--- src/logic/msg_pkg.sv ---
/*
  Message format shared by every stage of the message bank.
  A message is a payload tagged with a small identifier that selects its queue.
*/
package msg_pkg;

  localparam int IdWidth      = 2;
  localparam int NumIds       = 2 ** IdWidth;
  localparam int PayloadWidth = 16;

  typedef logic [IdWidth-1:0]      id_t;
  typedef logic [PayloadWidth-1:0] payload_t;

  // Identifier sits in the low bits
  typedef struct packed {
    payload_t payload;
    id_t      id;
  } msg_t;

  // One bit per identifier
  typedef logic [NumIds-1:0] id_vec_t;

endpackage

--- src/logic/store_pkg.sv ---
/*
  Slot store description for the message bank: capacity, slot addresses,
  the write and fetch records exchanged between stages and the head buffer states.
*/
package store_pkg;

  localparam int NumSlots  = 16;
  localparam int SlotWidth = $clog2(NumSlots);

  typedef logic [SlotWidth-1:0] slot_t;
  // Must be able to hold NumSlots itself
  typedef logic [SlotWidth:0]   count_t;

  typedef enum logic {
    MSG_BANK,
    NEXT_BANK
  } ram_bank_e;

  typedef struct packed {
    logic              en;
    slot_t             addr;
    msg_pkg::payload_t data;
  } msg_wr_t;

  typedef struct packed {
    logic  en;
    slot_t addr;
    slot_t data;
  } next_wr_t;

  // Head read in flight
  typedef struct packed {
    logic         valid;
    msg_pkg::id_t id;
    slot_t        slot;
  } fetch_t;

  typedef struct packed {
    logic  valid;
    slot_t slot;
  } release_t;

  typedef enum logic [1:0] {
    HEAD_EMPTY,
    HEAD_FETCH,
    HEAD_READY
  } head_state_e;

endpackage

--- src/logic/bank_ram.sv ---
/*
  Simple dual-port RAM with one word per store slot.
  Writes are synchronous, reads are registered and return data one cycle later.
*/
`timescale 1ns/1ps

module bank_ram #(
  parameter int Width = 8
) (
  input  logic             clk_i,
  input  logic             wr_en_i,
  input  store_pkg::slot_t wr_addr_i,
  input  logic [Width-1:0] wr_data_i,
  input  logic             rd_en_i,
  input  store_pkg::slot_t rd_addr_i,
  output logic [Width-1:0] rd_data_o
);

  logic [Width-1:0] mem_q [store_pkg::NumSlots];

  always_ff @(posedge clk_i) begin
    if (wr_en_i) begin
      mem_q[wr_addr_i] <= wr_data_i;
    end
  end

  // Same address read and write gives the old word
  always_ff @(posedge clk_i) begin
    if (rd_en_i) begin
      rd_data_o <= mem_q[rd_addr_i];
    end
  end

endmodule

--- src/logic/head_buffer.sv ---
/*
  One message buffer per identifier, holding the head of its list.
  Filled one cycle after a fetch from the payload RAM, emptied by a release,
  which also hands the slot back to the allocator.
*/
`timescale 1ns/1ps

module head_buffer (
  input  logic                                  clk_i,
  input  logic                                  rst_ni,
  input  store_pkg::fetch_t                     fetch_i,
  input  msg_pkg::payload_t                     msg_rd_data_i,
  input  msg_pkg::id_vec_t                      pop_i,
  output msg_pkg::id_vec_t                      fetch_req_o,
  output msg_pkg::id_vec_t                      buf_ready_o,
  output msg_pkg::payload_t [msg_pkg::NumIds-1:0] buf_msg_o,
  output store_pkg::release_t                   release_o
);

  store_pkg::head_state_e                 state_q [msg_pkg::NumIds];
  store_pkg::slot_t                       slot_q  [msg_pkg::NumIds];
  msg_pkg::payload_t [msg_pkg::NumIds-1:0] payload_q;
  store_pkg::fetch_t                      fetch_q;

  always_ff @(posedge clk_i or negedge rst_ni) begin
    if (!rst_ni) begin
      for (int i = 0; i < msg_pkg::NumIds; i++) begin
        state_q[i] <= store_pkg::HEAD_EMPTY;
      end
      fetch_q <= '0;
    end else begin
      fetch_q <= fetch_i;
      for (int i = 0; i < msg_pkg::NumIds; i++) begin
        unique case (state_q[i])
          store_pkg::HEAD_EMPTY: begin
            if (fetch_i.valid && (fetch_i.id == msg_pkg::id_t'(i))) begin
              state_q[i] <= store_pkg::HEAD_FETCH;
            end
          end
          // Read data is on the RAM output now
          store_pkg::HEAD_FETCH: begin
            if (fetch_q.valid && (fetch_q.id == msg_pkg::id_t'(i))) begin
              state_q[i] <= store_pkg::HEAD_READY;
            end
          end
          store_pkg::HEAD_READY: begin
            if (pop_i[i]) begin
              state_q[i] <= store_pkg::HEAD_EMPTY;
            end
          end
          default: state_q[i] <= store_pkg::HEAD_EMPTY;
        endcase
      end
    end
  end

  always_ff @(posedge clk_i) begin
    if (fetch_q.valid) begin
      payload_q[fetch_q.id] <= msg_rd_data_i;
      slot_q[fetch_q.id]    <= fetch_q.slot;
    end
  end

  always_comb begin
    for (int i = 0; i < msg_pkg::NumIds; i++) begin
      fetch_req_o[i] = (state_q[i] == store_pkg::HEAD_EMPTY);
      buf_ready_o[i] = (state_q[i] == store_pkg::HEAD_READY);
    end
  end

  assign buf_msg_o = payload_q;

  // Pop is one-hot, so at most one slot is freed
  always_comb begin
    release_o = '0;
    for (int i = 0; i < msg_pkg::NumIds; i++) begin
      if (pop_i[i]) begin
        release_o.valid = 1'b1;
        release_o.slot  = slot_q[i];
      end
    end
  end

endmodule

--- src/logic/list_ctrl.sv ---
/*
  Accepts input messages and links them into one list per identifier.
  Also picks one head per cycle to fetch into the head buffers and
  follows the next pointer when the fetch returns.
*/
`timescale 1ns/1ps

module list_ctrl (
  input  logic                clk_i,
  input  logic                rst_ni,
  input  msg_pkg::msg_t       msg_i,
  input  logic                in_valid_i,
  input  logic                slot_avail_i,
  input  store_pkg::slot_t    free_slot_i,
  input  msg_pkg::id_vec_t    fetch_req_i,
  input  store_pkg::slot_t    next_rd_data_i,
  output logic                alloc_o,
  output store_pkg::msg_wr_t  msg_wr_o,
  output store_pkg::next_wr_t next_wr_o,
  output store_pkg::fetch_t   fetch_o
);

  // Head and count cover only the entries not yet fetched
  store_pkg::slot_t  head_q  [msg_pkg::NumIds];
  store_pkg::slot_t  head_d  [msg_pkg::NumIds];
  store_pkg::slot_t  tail_q  [msg_pkg::NumIds];
  store_pkg::slot_t  tail_d  [msg_pkg::NumIds];
  store_pkg::count_t count_q [msg_pkg::NumIds];
  store_pkg::count_t count_d [msg_pkg::NumIds];
  store_pkg::fetch_t fetch_q;
  msg_pkg::id_vec_t  fetch_ok;
  logic              accept;
  logic [1:0]        bank_wr_en;

  assign accept  = in_valid_i && slot_avail_i;
  assign alloc_o = accept;

  // Write enables per RAM bank
  always_comb begin
    bank_wr_en = '0;
    bank_wr_en[store_pkg::MSG_BANK]  = accept;
    bank_wr_en[store_pkg::NEXT_BANK] = accept && (count_q[msg_i.id] != '0);
  end

  always_comb begin
    msg_wr_o.en   = bank_wr_en[store_pkg::MSG_BANK];
    msg_wr_o.addr = free_slot_i;
    msg_wr_o.data = msg_i.payload;
    // Old tail points at the new slot
    next_wr_o.en   = bank_wr_en[store_pkg::NEXT_BANK];
    next_wr_o.addr = tail_q[msg_i.id];
    next_wr_o.data = free_slot_i;
  end

  // Never fetch a list that is being appended to in the same cycle
  always_comb begin
    for (int i = 0; i < msg_pkg::NumIds; i++) begin
      fetch_ok[i] = fetch_req_i[i] && (count_q[i] != '0) &&
                    !(accept && (msg_i.id == msg_pkg::id_t'(i)));
    end
    fetch_o = '0;
    for (int i = msg_pkg::NumIds - 1; i >= 0; i--) begin
      if (fetch_ok[i]) begin
        fetch_o.valid = 1'b1;
        fetch_o.id    = msg_pkg::id_t'(i);
        fetch_o.slot  = head_q[i];
      end
    end
  end

  always_comb begin
    head_d  = head_q;
    tail_d  = tail_q;
    count_d = count_q;
    // Returned next pointer is the new head if entries remain
    if (fetch_q.valid && (count_q[fetch_q.id] != '0)) begin
      head_d[fetch_q.id] = next_rd_data_i;
    end
    if (fetch_o.valid) begin
      count_d[fetch_o.id] = count_q[fetch_o.id] - store_pkg::count_t'(1);
    end
    if (accept) begin
      if (count_q[msg_i.id] == '0) begin
        head_d[msg_i.id] = free_slot_i;
      end
      tail_d[msg_i.id]  = free_slot_i;
      count_d[msg_i.id] = count_q[msg_i.id] + store_pkg::count_t'(1);
    end
  end

  always_ff @(posedge clk_i or negedge rst_ni) begin
    if (!rst_ni) begin
      for (int i = 0; i < msg_pkg::NumIds; i++) begin
        head_q[i]  <= '0;
        tail_q[i]  <= '0;
        count_q[i] <= '0;
      end
      fetch_q <= '0;
    end else begin
      head_q  <= head_d;
      tail_q  <= tail_d;
      count_q <= count_d;
      fetch_q <= fetch_o;
    end
  end

endmodule

--- src/logic/message_bank.sv ---
/*
  Linked-list message bank top level.
  Messages are stored per identifier and released in order, for enabled
  identifiers only, through a valid/ready output.
*/
`timescale 1ns/1ps

module message_bank (
  input  logic             clk_i,
  input  logic             rst_ni,
  input  msg_pkg::msg_t    msg_i,
  input  logic             in_valid_i,
  output logic             in_ready_o,
  input  msg_pkg::id_vec_t release_en_i,
  output msg_pkg::msg_t    msg_o,
  output logic             out_valid_o,
  input  logic             out_ready_i
);

  logic                                    alloc;
  store_pkg::slot_t                        free_slot;
  store_pkg::release_t                     slot_release;
  store_pkg::msg_wr_t                      msg_wr;
  store_pkg::next_wr_t                     next_wr;
  store_pkg::fetch_t                       fetch;
  msg_pkg::payload_t                       msg_rd_data;
  store_pkg::slot_t                        next_rd_data;
  msg_pkg::id_vec_t                        fetch_req;
  msg_pkg::id_vec_t                        buf_ready;
  msg_pkg::payload_t [msg_pkg::NumIds-1:0] buf_msg;
  msg_pkg::id_vec_t                        pop;

  slot_allocator slot_allocator_i (
    .clk_i        (clk_i),
    .rst_ni       (rst_ni),
    .alloc_i      (alloc),
    .release_i    (slot_release),
    .free_slot_o  (free_slot),
    .slot_avail_o (in_ready_o)
  );

  list_ctrl list_ctrl_i (
    .clk_i          (clk_i),
    .rst_ni         (rst_ni),
    .msg_i          (msg_i),
    .in_valid_i     (in_valid_i),
    .slot_avail_i   (in_ready_o),
    .free_slot_i    (free_slot),
    .fetch_req_i    (fetch_req),
    .next_rd_data_i (next_rd_data),
    .alloc_o        (alloc),
    .msg_wr_o       (msg_wr),
    .next_wr_o      (next_wr),
    .fetch_o        (fetch)
  );

  // Both banks are read at the fetched head slot
  bank_ram #(
    .Width (msg_pkg::PayloadWidth)
  ) msg_ram_i (
    .clk_i     (clk_i),
    .wr_en_i   (msg_wr.en),
    .wr_addr_i (msg_wr.addr),
    .wr_data_i (msg_wr.data),
    .rd_en_i   (fetch.valid),
    .rd_addr_i (fetch.slot),
    .rd_data_o (msg_rd_data)
  );

  bank_ram #(
    .Width (store_pkg::SlotWidth)
  ) next_ram_i (
    .clk_i     (clk_i),
    .wr_en_i   (next_wr.en),
    .wr_addr_i (next_wr.addr),
    .wr_data_i (next_wr.data),
    .rd_en_i   (fetch.valid),
    .rd_addr_i (fetch.slot),
    .rd_data_o (next_rd_data)
  );

  head_buffer head_buffer_i (
    .clk_i         (clk_i),
    .rst_ni        (rst_ni),
    .fetch_i       (fetch),
    .msg_rd_data_i (msg_rd_data),
    .pop_i         (pop),
    .fetch_req_o   (fetch_req),
    .buf_ready_o   (buf_ready),
    .buf_msg_o     (buf_msg),
    .release_o     (slot_release)
  );

  release_arbiter release_arbiter_i (
    .clk_i        (clk_i),
    .rst_ni       (rst_ni),
    .buf_ready_i  (buf_ready),
    .buf_msg_i    (buf_msg),
    .release_en_i (release_en_i),
    .out_ready_i  (out_ready_i),
    .pop_o        (pop),
    .msg_o        (msg_o),
    .out_valid_o  (out_valid_o)
  );

endmodule

--- src/logic/release_arbiter.sv ---
/*
  Picks the lowest ready and enabled identifier and presents its message.
  Under stall the pick is held so the output stays stable.
*/
`timescale 1ns/1ps

module release_arbiter (
  input  logic                                  clk_i,
  input  logic                                  rst_ni,
  input  msg_pkg::id_vec_t                      buf_ready_i,
  input  msg_pkg::payload_t [msg_pkg::NumIds-1:0] buf_msg_i,
  input  msg_pkg::id_vec_t                      release_en_i,
  input  logic                                  out_ready_i,
  output msg_pkg::id_vec_t                      pop_o,
  output msg_pkg::msg_t                         msg_o,
  output logic                                  out_valid_o
);

  msg_pkg::id_vec_t eligible;
  msg_pkg::id_t     grant_id;
  logic             lock_q;
  msg_pkg::id_t     lock_id_q;

  assign eligible = buf_ready_i & release_en_i;

  // Locked pick survives only while its enable stays high
  always_comb begin
    grant_id = '0;
    for (int i = msg_pkg::NumIds - 1; i >= 0; i--) begin
      if (eligible[i]) begin
        grant_id = msg_pkg::id_t'(i);
      end
    end
    if (lock_q && eligible[lock_id_q]) begin
      grant_id = lock_id_q;
    end
  end

  assign out_valid_o = |eligible;

  always_comb begin
    pop_o = '0;
    pop_o[grant_id] = out_valid_o && out_ready_i;
  end

  assign msg_o.payload = buf_msg_i[grant_id];
  assign msg_o.id      = grant_id;

  always_ff @(posedge clk_i or negedge rst_ni) begin
    if (!rst_ni) begin
      lock_q    <= 1'b0;
      lock_id_q <= '0;
    end else begin
      lock_q    <= out_valid_o && !out_ready_i;
      lock_id_q <= grant_id;
    end
  end

endmodule

--- src/logic/slot_allocator.sv ---
/*
  Tracks which store slots hold a message and offers the lowest free one.
  A take or a release shows up in the outputs one cycle after the edge.
*/
`timescale 1ns/1ps

module slot_allocator (
  input  logic                clk_i,
  input  logic                rst_ni,
  input  logic                alloc_i,
  input  store_pkg::release_t release_i,
  output store_pkg::slot_t    free_slot_o,
  output logic                slot_avail_o
);

  logic [store_pkg::NumSlots-1:0] used_q;
  logic [store_pkg::NumSlots-1:0] used_d;

  // Lowest clear bit wins, so scan downwards
  always_comb begin
    free_slot_o = '0;
    for (int s = store_pkg::NumSlots - 1; s >= 0; s--) begin
      if (!used_q[s]) begin
        free_slot_o = store_pkg::slot_t'(s);
      end
    end
  end

  assign slot_avail_o = ~&used_q;

  // Taken and freed slots never coincide
  always_comb begin
    used_d = used_q;
    if (alloc_i) begin
      used_d[free_slot_o] = 1'b1;
    end
    if (release_i.valid) begin
      used_d[release_i.slot] = 1'b0;
    end
  end

  always_ff @(posedge clk_i or negedge rst_ni) begin
    if (!rst_ni) begin
      used_q <= '0;
    end else begin
      used_q <= used_d;
    end
  end

endmodule

--- config.mk ---
export PLATFORM = sky130hd
export DESIGN_NAME = message_bank
export DESIGN_NICKNAME = d
export VERILOG_FILES = /design/src/logic/msg_pkg.sv /design/src/logic/store_pkg.sv /design/src/logic/bank_ram.sv /design/src/logic/head_buffer.sv /design/src/logic/list_ctrl.sv /design/src/logic/message_bank.sv /design/src/logic/release_arbiter.sv /design/src/logic/slot_allocator.sv
export SDC_FILE = /design/constraint.sdc
export NUM_CORES = 1
export LEC_CHECK = 0
export ABC_AREA = 0
export BUFFER_PORTS_ARGS = -buffer_cell sky130_fd_sc_hd__buf_4
export CELL_PAD_IN_SITES_DETAIL_PLACEMENT = 0
export CELL_PAD_IN_SITES_GLOBAL_PLACEMENT = 2
export CORE_MARGIN = 1.5
export CORE_UTILIZATION = 47
export CTS_BUF_LIST = sky130_fd_sc_hd__clkbuf_16
export DETAILED_ROUTE_END_ITERATION = 10
export GPL_TIMING_DRIVEN = 0
export PLACE_DENSITY = 0.76
export SYNTH_ARGS = -nofsm -noshare
export SYNTH_HDL_FRONTEND = slang
export SYNTH_SLANG_ARGS = --single-unit
--- constraint.sdc ---
create_clock -name clk_i -period 6.74 [get_ports clk_i]
set_input_delay 1.348 -clock clk_i [delete_from_list [all_inputs] [get_ports clk_i]]
set_output_delay 1.348 -clock clk_i [all_outputs]
set_load 0.02 [all_outputs]
After elaboration in Yosys (flattened, before gate mapping)
Memory sizes are Yosys's and may differ from the RTL's. A register that Yosys moved wholly into a read port is not among the register bits. Cells that the tools add are included.

Reduce and logical (&&, ||, !) cells: 59. $mul: 0. Bitwise operators: 8. Shift operators: 0. Eq/ne operators: 29. Add/subtract/negate cells: 2. Multiplexer cells: 96. Divide/modulo/power cells: 0. $lt $le $gt $ge: 15.

Operators with widths (count): $mux W16 (7); $mux W4 (20); $bwmux W64 (1); $mux W5 (12); $bwmux W16 (3); $bwmux W20 (2); $mux W20 (2); $mux W2 (17); $logic_and A1 B1 Y1 (33); $bmux W16 S2 (1); $demux W16 S2 (1); $bmux W5 S2 (3); $reduce_bool A5 Y1 (6); $mux W7 (4); $pmux W2 S3 (4); $demux W5 S2 (2); $eq A2 B2 Y1 const B (10); $and A16 B16 Y16 (1); $demux W4 S2 (2); $ne A2 B1 Y1 const B (8); $not A16 Y16 (1); $or A16 B16 Y16 (1); $reduce_and A16 Y1 (1); $eq A2 B1 Y1 const B (7); other kinds (21) (60).

Memory bits (writable): 336. Input port bits: 26. Register bits after elaboration: 150. Bits in read-only memories: 0. Output and inout bits: 20. Bits in latches: 0. Memories: 3.

Memory list: msg_ram_i.mem_q (depth 16, width 16, read ports 1, clocked after memory_dff 1, wr ports 1, line bank_ram.sv:19) `logic [Width-1:0] mem_q [store_pkg::NumSlots];`; next_ram_i.mem_q (depth 16, width 4, read ports 1, clocked after memory_dff 1, wr ports 1, line bank_ram.sv:19); head_buffer_i.slot_q (depth 4, width 4, read ports 4, clocked after memory_dff 0, wr ports 1, line head_buffer.sv:21) `store_pkg::slot_t slot_q [msg_pkg::NumIds];`.

Depth between registers and ports, before layout
Gate-level depths: netlist of the first run.

Depth in word-level cells: 24. Gate-level depth with buffers: 13.

Cells and area by module
Synthesis of the first run repeated with hierarchy kept, for this count alone.

Cells, all modules: 1332. Area, all modules: 21525.6 um2.

By module, submodules not included: bank_ram at msg_ram_i (area each 10202.3 um2, times used 1, cells an instance 432, seq. area each 8167.8 um2); list_ctrl (area each 3442.1 um2, times used 1, cells an instance 359, seq. area each 1376.3 um2); head_buffer (area each 3106.7 um2, times used 1, cells an instance 149, seq. area each 2777.7 um2); bank_ram at next_ram_i (area each 2706.3 um2, times used 1, cells an instance 130, seq. area each 2042.0 um2); slot_allocator (area each 1097.3 um2, times used 1, cells an instance 115, seq. area each 400.4 um2); release_arbiter (area each 970.9 um2, times used 1, cells an instance 147, seq. area each 75.1 um2).

Worst setup path after synthesis of the first run
OpenSTA, ideal clock, no wires.

Kind: input-to-reg. From: input port in_valid_i. To: memory msg_ram_i.mem_q[15][0] in the netlist's numbering (enable). Setup time: 0.483 ns. Data arrival time: 4.491 ns. Required time: 6.257 ns. Stages on the path: 3. Setup slack: 1.765 ns. Path through: clkbuf_1 nand2_1 a2111oi_0.

Cells in the longest elaborated chain, start to end: 3.

Ends and longest elaborated chain: from (decl) (line message_bank.sv:12) `input logic in_valid_i,`; $logic_and A1 B1 Y1 (line list_ctrl.sv:35) `assign accept = in_valid_i && slot_avail_i;`; $mux W1 (line bank_ram.sv:22) `if (wr_en_i) begin`; $mux W1 (not written as such) (line bank_ram.sv:23) `mem_q[wr_addr_i] <= wr_data_i;`; to (decl) (line bank_ram.sv:19).

No other way between the ends.

==> flow_summary.yaml, run 1 <==
status:
  outcome: "finished clean"
grt:
  grt_pass1_vias: 11500
  track_usage_pct: 21.8
  grt_max_degree: 87
  overflow: 0
  grt_pass1_wl_um: 72300
  antenna_found_initial: 0
hold_path:
  hp-class: "reg2reg"
placement:
  placed_area_mm2: 0.0223
  io_buffers: 45
  pre_cts_ws_ns: 0.967
  hpwl_um: 32800
  gp_congestion: 0.797
clocking:
  clkTransAtPathRegs_ns: 0.06
  cts_tree: "yes"
  cts_setup_buffers: 0
  htreeDepth: 2
  ctsHoldBuffers: 0
  clk_path_buf_depth: 3
  cts_resized: 0
  cts.sinks: 506
  clk_latency_ns: 0.58
  cts_buffers: 51
  cts_root_buffer: "clkbuf_16"
yosys:
  synth_edf_count: 420
  ys_seq_elements: 506
  avgSynthCellArea_um2: 16.7
  synthFlopType: "edfxtp_1"
  synth-async-reset-ratio_pct: 17.0
  yosysWarnings: 0
  syn-num-nets: 1273
  synth_cells: 1244
  yosysUniqueCellTypes: 75
  yosysSeqAreaShare_pct: 71.0
  syn_area_mm2: 0.0208
routing:
  drt-vias-per-instance: 5.76
  wl_met1_um: 22100
  routedWlPerCell_um: 24.1
  vias: 11500
  dr.pass1.iters: 5
  wirelength_um: 48100
  drt_iter0_markers: 1084
  route.detailed.drc: 0
  highest_layer: "met4"
  postRouteAntennaNets: 0
  wl_met2_um: 22600
  met3WireLength_um: 2540
finish:
  multi_input_area_mm2: 0.00574
  antenna_cells: 0
  drive_gt1_share_pct: 22.1
  seqCellArea_mm2: 0.0148
  fin_util_pct: 55.1
  syn_to_final_growth_pct: 15.0
  fill_cells: 3496
  final_nets: 1397
  final_cell_area_mm2: 0.0239
floorplan:
  core_area_mm2: 0.0434
  dieArea_mm2: 0.0455
  die_h_um: 213
  rows: 76
  start_util_pct: 47.9
  boundaryPins: 46
  die_x_um: 213
setup_path:
  end_kind: "primary output"
  cp_max_fo: 10
  crit_arrival_ns: 4.32
  worstSetupStartpointType: "input port"
  cp.required_ns: 5.39
  path_class: "in2out"
sta:
  fin_skew_ns: 0.0126
  finalSetupViolations: 0
  timing.hold.ws_ns: 0.473
  fmax_ghz: 0.177
  slew_violations: 0
  fin_crit_ns: 5.67
  slew_headroom_pct: 19.3
  tightest_slew_ns: 1.21
  post-route-period-util_pct: 84.1
  hold_viol_final: 0
  fin_ws_ns: 1.07
  rsz0062_at_grt: "no"
flow_run:
  cap_violations: 0
## Yosys cell counts, types with 3 or more instances
cell type  instances  area share (%)
nor3b_1            3            0.11
mux2i_1           30             1.4
a41o_1             4            0.19
buf_2             20            0.48
ha_1               3            0.18
a221oi_1           3            0.13
o21ai_2            3            0.13
nor3_1            10            0.24
o31ai_1            3            0.11
o21ai_1            8            0.19
nand4_1            4            0.12
inv_1             16            0.29
nand2b_1          33            0.99
and4_1             4            0.17
buf_6              9            0.49
and3_1             6            0.18
dfrtp_1           86              10
o21ai_0           56             1.3
a22oi_1           24            0.87
nand2_1           82             1.5
a2bb2oi_1         12            0.51
nand3b_1           6            0.22
a221o_1            3            0.14
o211ai_1           6            0.22
mux4_2            93              10
xor2_1             5            0.21
nor2b_1           24            0.72
clkbuf_1          25            0.45
edfxtp_1         420              61
mux2_2             9            0.49
a211oi_1          20            0.72
nor2_1            51            0.92
a21oi_1           45             1.1
a31oi_1            7            0.21
and2_1             4            0.12
nand3_1           55             1.3
## placed cells by master (no fill, tap or decap), drive strengths merged, types with 5 or more instances in the layout
cell type	synthesis	final
mux2i	31	31
edfxtp	420	420
mux2	9	9
clkbuf	26	79
and3	6	6
clkinv	0	23
nand2	82	82
nor3	11	11
a221oi	5	5
a2bb2oi	12	12
a31oi	7	7
a22oi	24	24
o211ai	6	6
nor2	52	52
xor2	5	5
dfrtp	86	86
nor2b	24	24
a211oi	21	21
buf	32	103
o21ai	68	68
nand3	55	55
nand3b	6	6
mux4	93	93
a21oi	45	45
nand2b	33	33
inv	16	30
## per-layer routing
| layer | GRT usage, % | vias up |
|---|---|---|
| met5 | 0 | - |
| met4 | 5.59 | 0 |
| met3 | 3.46 | 63 |
| met2 | 34.3 | 327 |
| met1 | 32.0 | 5895 |
| li1 | - | 5211 |
## cell type report
| class | instances | share of cell area [%] |
|---|---|---|
| inverter | 16 | 0.251 |
| timing repair buffer | 71 | 2.80 |
| clock inverter | 42 | 1.22 |
| multi-input combinational | 664 | 24.0 |
| sequential | 506 | 61.8 |
| clock buffer | 53 | 5.55 |
| tap | 585 | 3.06 |
| buffer | 58 | 1.34 |
## logic make-up (layout without fill, tap and decap cells)
family | Yosys count | in the layout | share of synthesized area [%]
AOI/OAI and AO/OA | 224 | 224 | 7.38
xor gates and xnor gates | 6 | 6 | 0.253
adders and majority gates | 3 | 3 | 0.181
buffers and inverters | 74 | 240 | 1.82
DFF | 506 | 506 | 71.0
muxes | 133 | 133 | 12.1
and+or+nand+nor | 298 | 298 | 7.24
## final timing paths
kind                            slack (ns)  cells past startpoint                  startpoint                       to
worst max register to register        2.49                     11  slot_allocator_i.used_q[3]   msg_ram_i.rd_data_o[4]
min in group asynchronous             0.97                      1                      rst_ni  list_ctrl_i.count_q[18]
worst min register to register        0.47                      2       list_ctrl_i.tail_q[0]    list_ctrl_i.tail_q[0]
worst min-delay path                  0.47                      2       list_ctrl_i.tail_q[0]    list_ctrl_i.tail_q[0]
max in group asynchronous             5.01                      1                      rst_ni    list_ctrl_i.head_q[9]
worst max-delay path                  1.07                     10             release_en_i[0]                msg_o[11]
## registers in the layout, summed over array words and instances (netlist names)
name                         cells
head_buffer_i.buf_msg_o         64
head_buffer_i.fetch_q            7
head_buffer_i.slot_q            16
head_buffer_i.state_q            8
list_ctrl_i.count_q             20
list_ctrl_i.head_q              16
list_ctrl_i.tail_q              16
msg_ram_i.mem_q                256
msg_ram_i.rd_data_o             16
next_ram_i.mem_q                64
next_ram_i.rd_data_o             4
release_arbiter_i.lock_id_q      2
release_arbiter_i.lock_q         1
slot_allocator_i.used_q         16
## metrics by stage
step           setup TNS, ns  std cells
4_1_cts                    0       1995
5_1_grt                    0       1995
3_3_place_gp          -33.94       1874
3_5_place_dp               0       1900
2_1_floorplan              0       1244
6_report                   0       1995
## critical path, cell delays in order
cell      delay (ns)
buf_4           0.11
nand3b_1        0.16
mux2i_1         0.10
o211ai_1        0.30
mux2i_2         0.80
buf_2           0.40
clkbuf_1        0.50
a211oi_1        0.17
a21oi_1         0.24
buf_4           0.19
Power of run 1 is not shown: default switching activity piles up to over one toggle a cycle in this logic, so the estimate is an artifact.
==> inputs of run 2 (changes only) <==
--- a/config.mk
+++ b/config.mk
@@ -10,11 +10,11 @@
 export CELL_PAD_IN_SITES_DETAIL_PLACEMENT = 0
 export CELL_PAD_IN_SITES_GLOBAL_PLACEMENT = 2
 export CORE_MARGIN = 1.5
-export CORE_UTILIZATION = 47
+export CORE_UTILIZATION = 43
 export CTS_BUF_LIST = sky130_fd_sc_hd__clkbuf_16
 export DETAILED_ROUTE_END_ITERATION = 10
 export GPL_TIMING_DRIVEN = 0
-export PLACE_DENSITY = 0.76
+export PLACE_DENSITY = 0.73
 export SYNTH_ARGS = -nofsm -noshare
 export SYNTH_HDL_FRONTEND = slang
 export SYNTH_SLANG_ARGS = --single-unit
==> constraint.sdc (replaced) <==
create_clock -name clk_i -period 4.9 [get_ports clk_i]
set_input_delay 0.98 -clock clk_i [delete_from_list [all_inputs] [get_ports clk_i]]
set_output_delay 0.98 -clock clk_i [all_outputs]
set_load 0.02 [all_outputs]
==> run 2 against run 1 <==
Clock skew rose by 0.022 ns. Critical path depth shrank 2. Worst hold slack about the same. Via count grew 0.68%. Critical path type is now reg2out. First-iteration DRC count fell by 8.9%. Final cell count grew 1.5%. Cell area up 0.18%. Count of clock-buffer cells in the layout shrank 1. Worst setup slack got worse by 0.65 ns. Register-to-register slack got worse by 1.9 ns. Utilization down 5.0 points. Sequential share of layout area fell by 0.11 points.
==> flow_summary.yaml, run 2 (same netlist as run 1, synthesis figures left out) <==
placement:
  dp.cells: 1928
  hpwl_um: 33200
  gp_congestion: 0.825
  io_buffers: 45
sta:
  hold_viol_final: 0
  fin_skew_ns: 0.0345
  finalSetupViolations: 0
  slew_violations: 0
  fin_crit_ns: 4.47
  rsz0062_at_grt: "no"
  tightest_slew_ns: 1.20
  slew_headroom_pct: 20.1
  timing.hold.ws_ns: 0.473
  post-route-period-util_pct: 91.3
  fmax_ghz: 0.224
clocking:
  clkTransAtPathRegs_ns: 0.06
  htreeDepth: 2
  cts_tree: "yes"
  cts_root_buffer: "clkbuf_16"
  cts_buffers: 52
  clk_path_buf_depth: 3
  ctsHoldBuffers: 0
  cts.sinks: 506
  clk_latency_ns: 0.62
setup_path:
  r2r_start: "slot_allocator_i.used_q[3]"
  cp_max_fo: 10
  cp_cell_sequence: "nand3b_1, mux2i_1, o211ai_1, mux2i_1, clkbuf_1, buf_1, a21oi_1, buf_4"
  r2r_cells: 12
  crit_start: "head_buffer_i.state_q[6]"
  worstSetupStartpointType: "register"
  cp.required_ns: 3.92
  crit_arrival_ns: 3.49
  ff2ff_setup_slack_ns: 0.62
  r2r-end: "msg_ram_i.rd_data_o[8]"
  path_common_cell: "mux2i_1"
  cpPeakStageDelay_ns: 0.53
  end_kind: "primary output"
  setup.worst_path.end: "msg_o[15]"
  crit_path_top_delay_cell: "buf_1"
  path_class: "reg2out"
finish:
  fill_cells: 3920
  final_cells: 2024
  layout_common_cells: "edfxtp_1, mux4_2, dfrtp_1"
  final_common_cell: "edfxtp_1"
  final_nets: 1398
  antenna_cells: 0
  top_register: "msg_ram_i.mem_q"
  drive_gt1_share_pct: 23.1
  multi_input_area_mm2: 0.00575
  seqCellArea_mm2: 0.0148
  syn_to_final_growth_pct: 15.2
  largest_register_ffs: 256
routing:
  postRouteAntennaNets: 0
  route.detailed.drc: 0
  routedWlPerCell_um: 24.3
  dr.pass1.iters: 5
  drt-vias-per-instance: 5.72
  vias: 11600
  wirelength_um: 49200
  drt_iter0_markers: 988
floorplan:
  die_h_um: 223
  boundaryPins: 46
  die_x_um: 223
  start_util_pct: 43.5
  dieArea_mm2: 0.0497
  rows: 80
  core_area_mm2: 0.0477
grt:
  track_usage_pct: 20.3
  grt_max_degree: 87
  grt_most_used_layer: "met2"
  met2_usage_pct: 31.7
  use_met3_pct: 3.02
  antenna_found_initial: 0
  grt_pass1_wl_um: 74600
  use_met1_pct: 29.7
  overflow: 0
  grt_pass1_vias: 11700
hold_path:
  hp-start: "list_ctrl_i.tail_q[2]"
  hp-class: "reg2reg"
status:
  outcome: "finished clean"
flow_run:
  cap_violations: 0
run 2: changes by cell type in the layout (fill, tap and decap cells not counted), moves of 3 or more:
cell	before	now
clkinv_1	16	8
inv_1	29	25
clkbuf_2	1	4
buf_4	50	57
clkbuf_1	25	22
buf_6	23	17
clkinv_2	7	16
run 2: worst max-delay path, delay by kind of cell (launching register included):
kind            cells  cell delay (ns)
buf+inv             3             1.24
compound gates      2             0.58
flops               1             0.42
simple gates        1             0.22
mux                 2             0.41
run 2: per-stage QoR:
stage | util, % | instance area, µm² | setup slack, ns | TNS [ns]
after floorplan | - | 20800 | 0.161 | 0
after global placement | 45.8 | 21900 | -3.89 | -136.75
after detailed placement | 46.6 | 22300 | -0.161 | -0.914
after CTS | 50.1 | 23900 | 0.0115 | 0
after global routing | 50.1 | 23900 | 0.00283 | 0
final | 50.1 | 23900 | 0.428 | 0
run 2: area by class of cell:
type	count	area share (%)
well taps	615	3.21
multi-input cells	664	24.0
clock inverters	42	1.43
clock buffers	52	5.44
inverters	16	0.251
flip-flops and latches	506	61.7
plain buffers	58	1.35
repair buffers	71	2.65
run 2: per-layer routing:
metal / vias to the layer above / share of wire, %
li1: 5206 / -
met2: 347 / 47
met5: - / 0
met4: 0 / 2.3
met1: 5957 / 45
met3: 64 / 5.9
run 2: worst min path at each step:
| stage | endpoint | slack (ns) | cells after the start |
|---|---|---|---|
| 6_report | list_ctrl_i.tail_q[2] | 0.47 | 2 |
| 5_1_grt | list_ctrl_i.tail_q[8] | 0.50 | 2 |
| 4_1_cts | list_ctrl_i.tail_q[2] | 0.48 | 2 |
| 3_5_place_dp | list_ctrl_i.tail_q[2] | 0.47 | 2 |
| 3_3_place_gp | list_ctrl_i.tail_q[2] | 0.46 | 2 |
| 2_1_floorplan | list_ctrl_i.tail_q[4] | 0.44 | 2 |
run 2: timing repair:
action	CTS	global route
resized for setup	2	4
setup buffers	0	2
endpoints found under the hold margin	0	0
setup endpoints to repair	16	16
gates cloned	0	0
Power of run 2 is left out for the same reason.
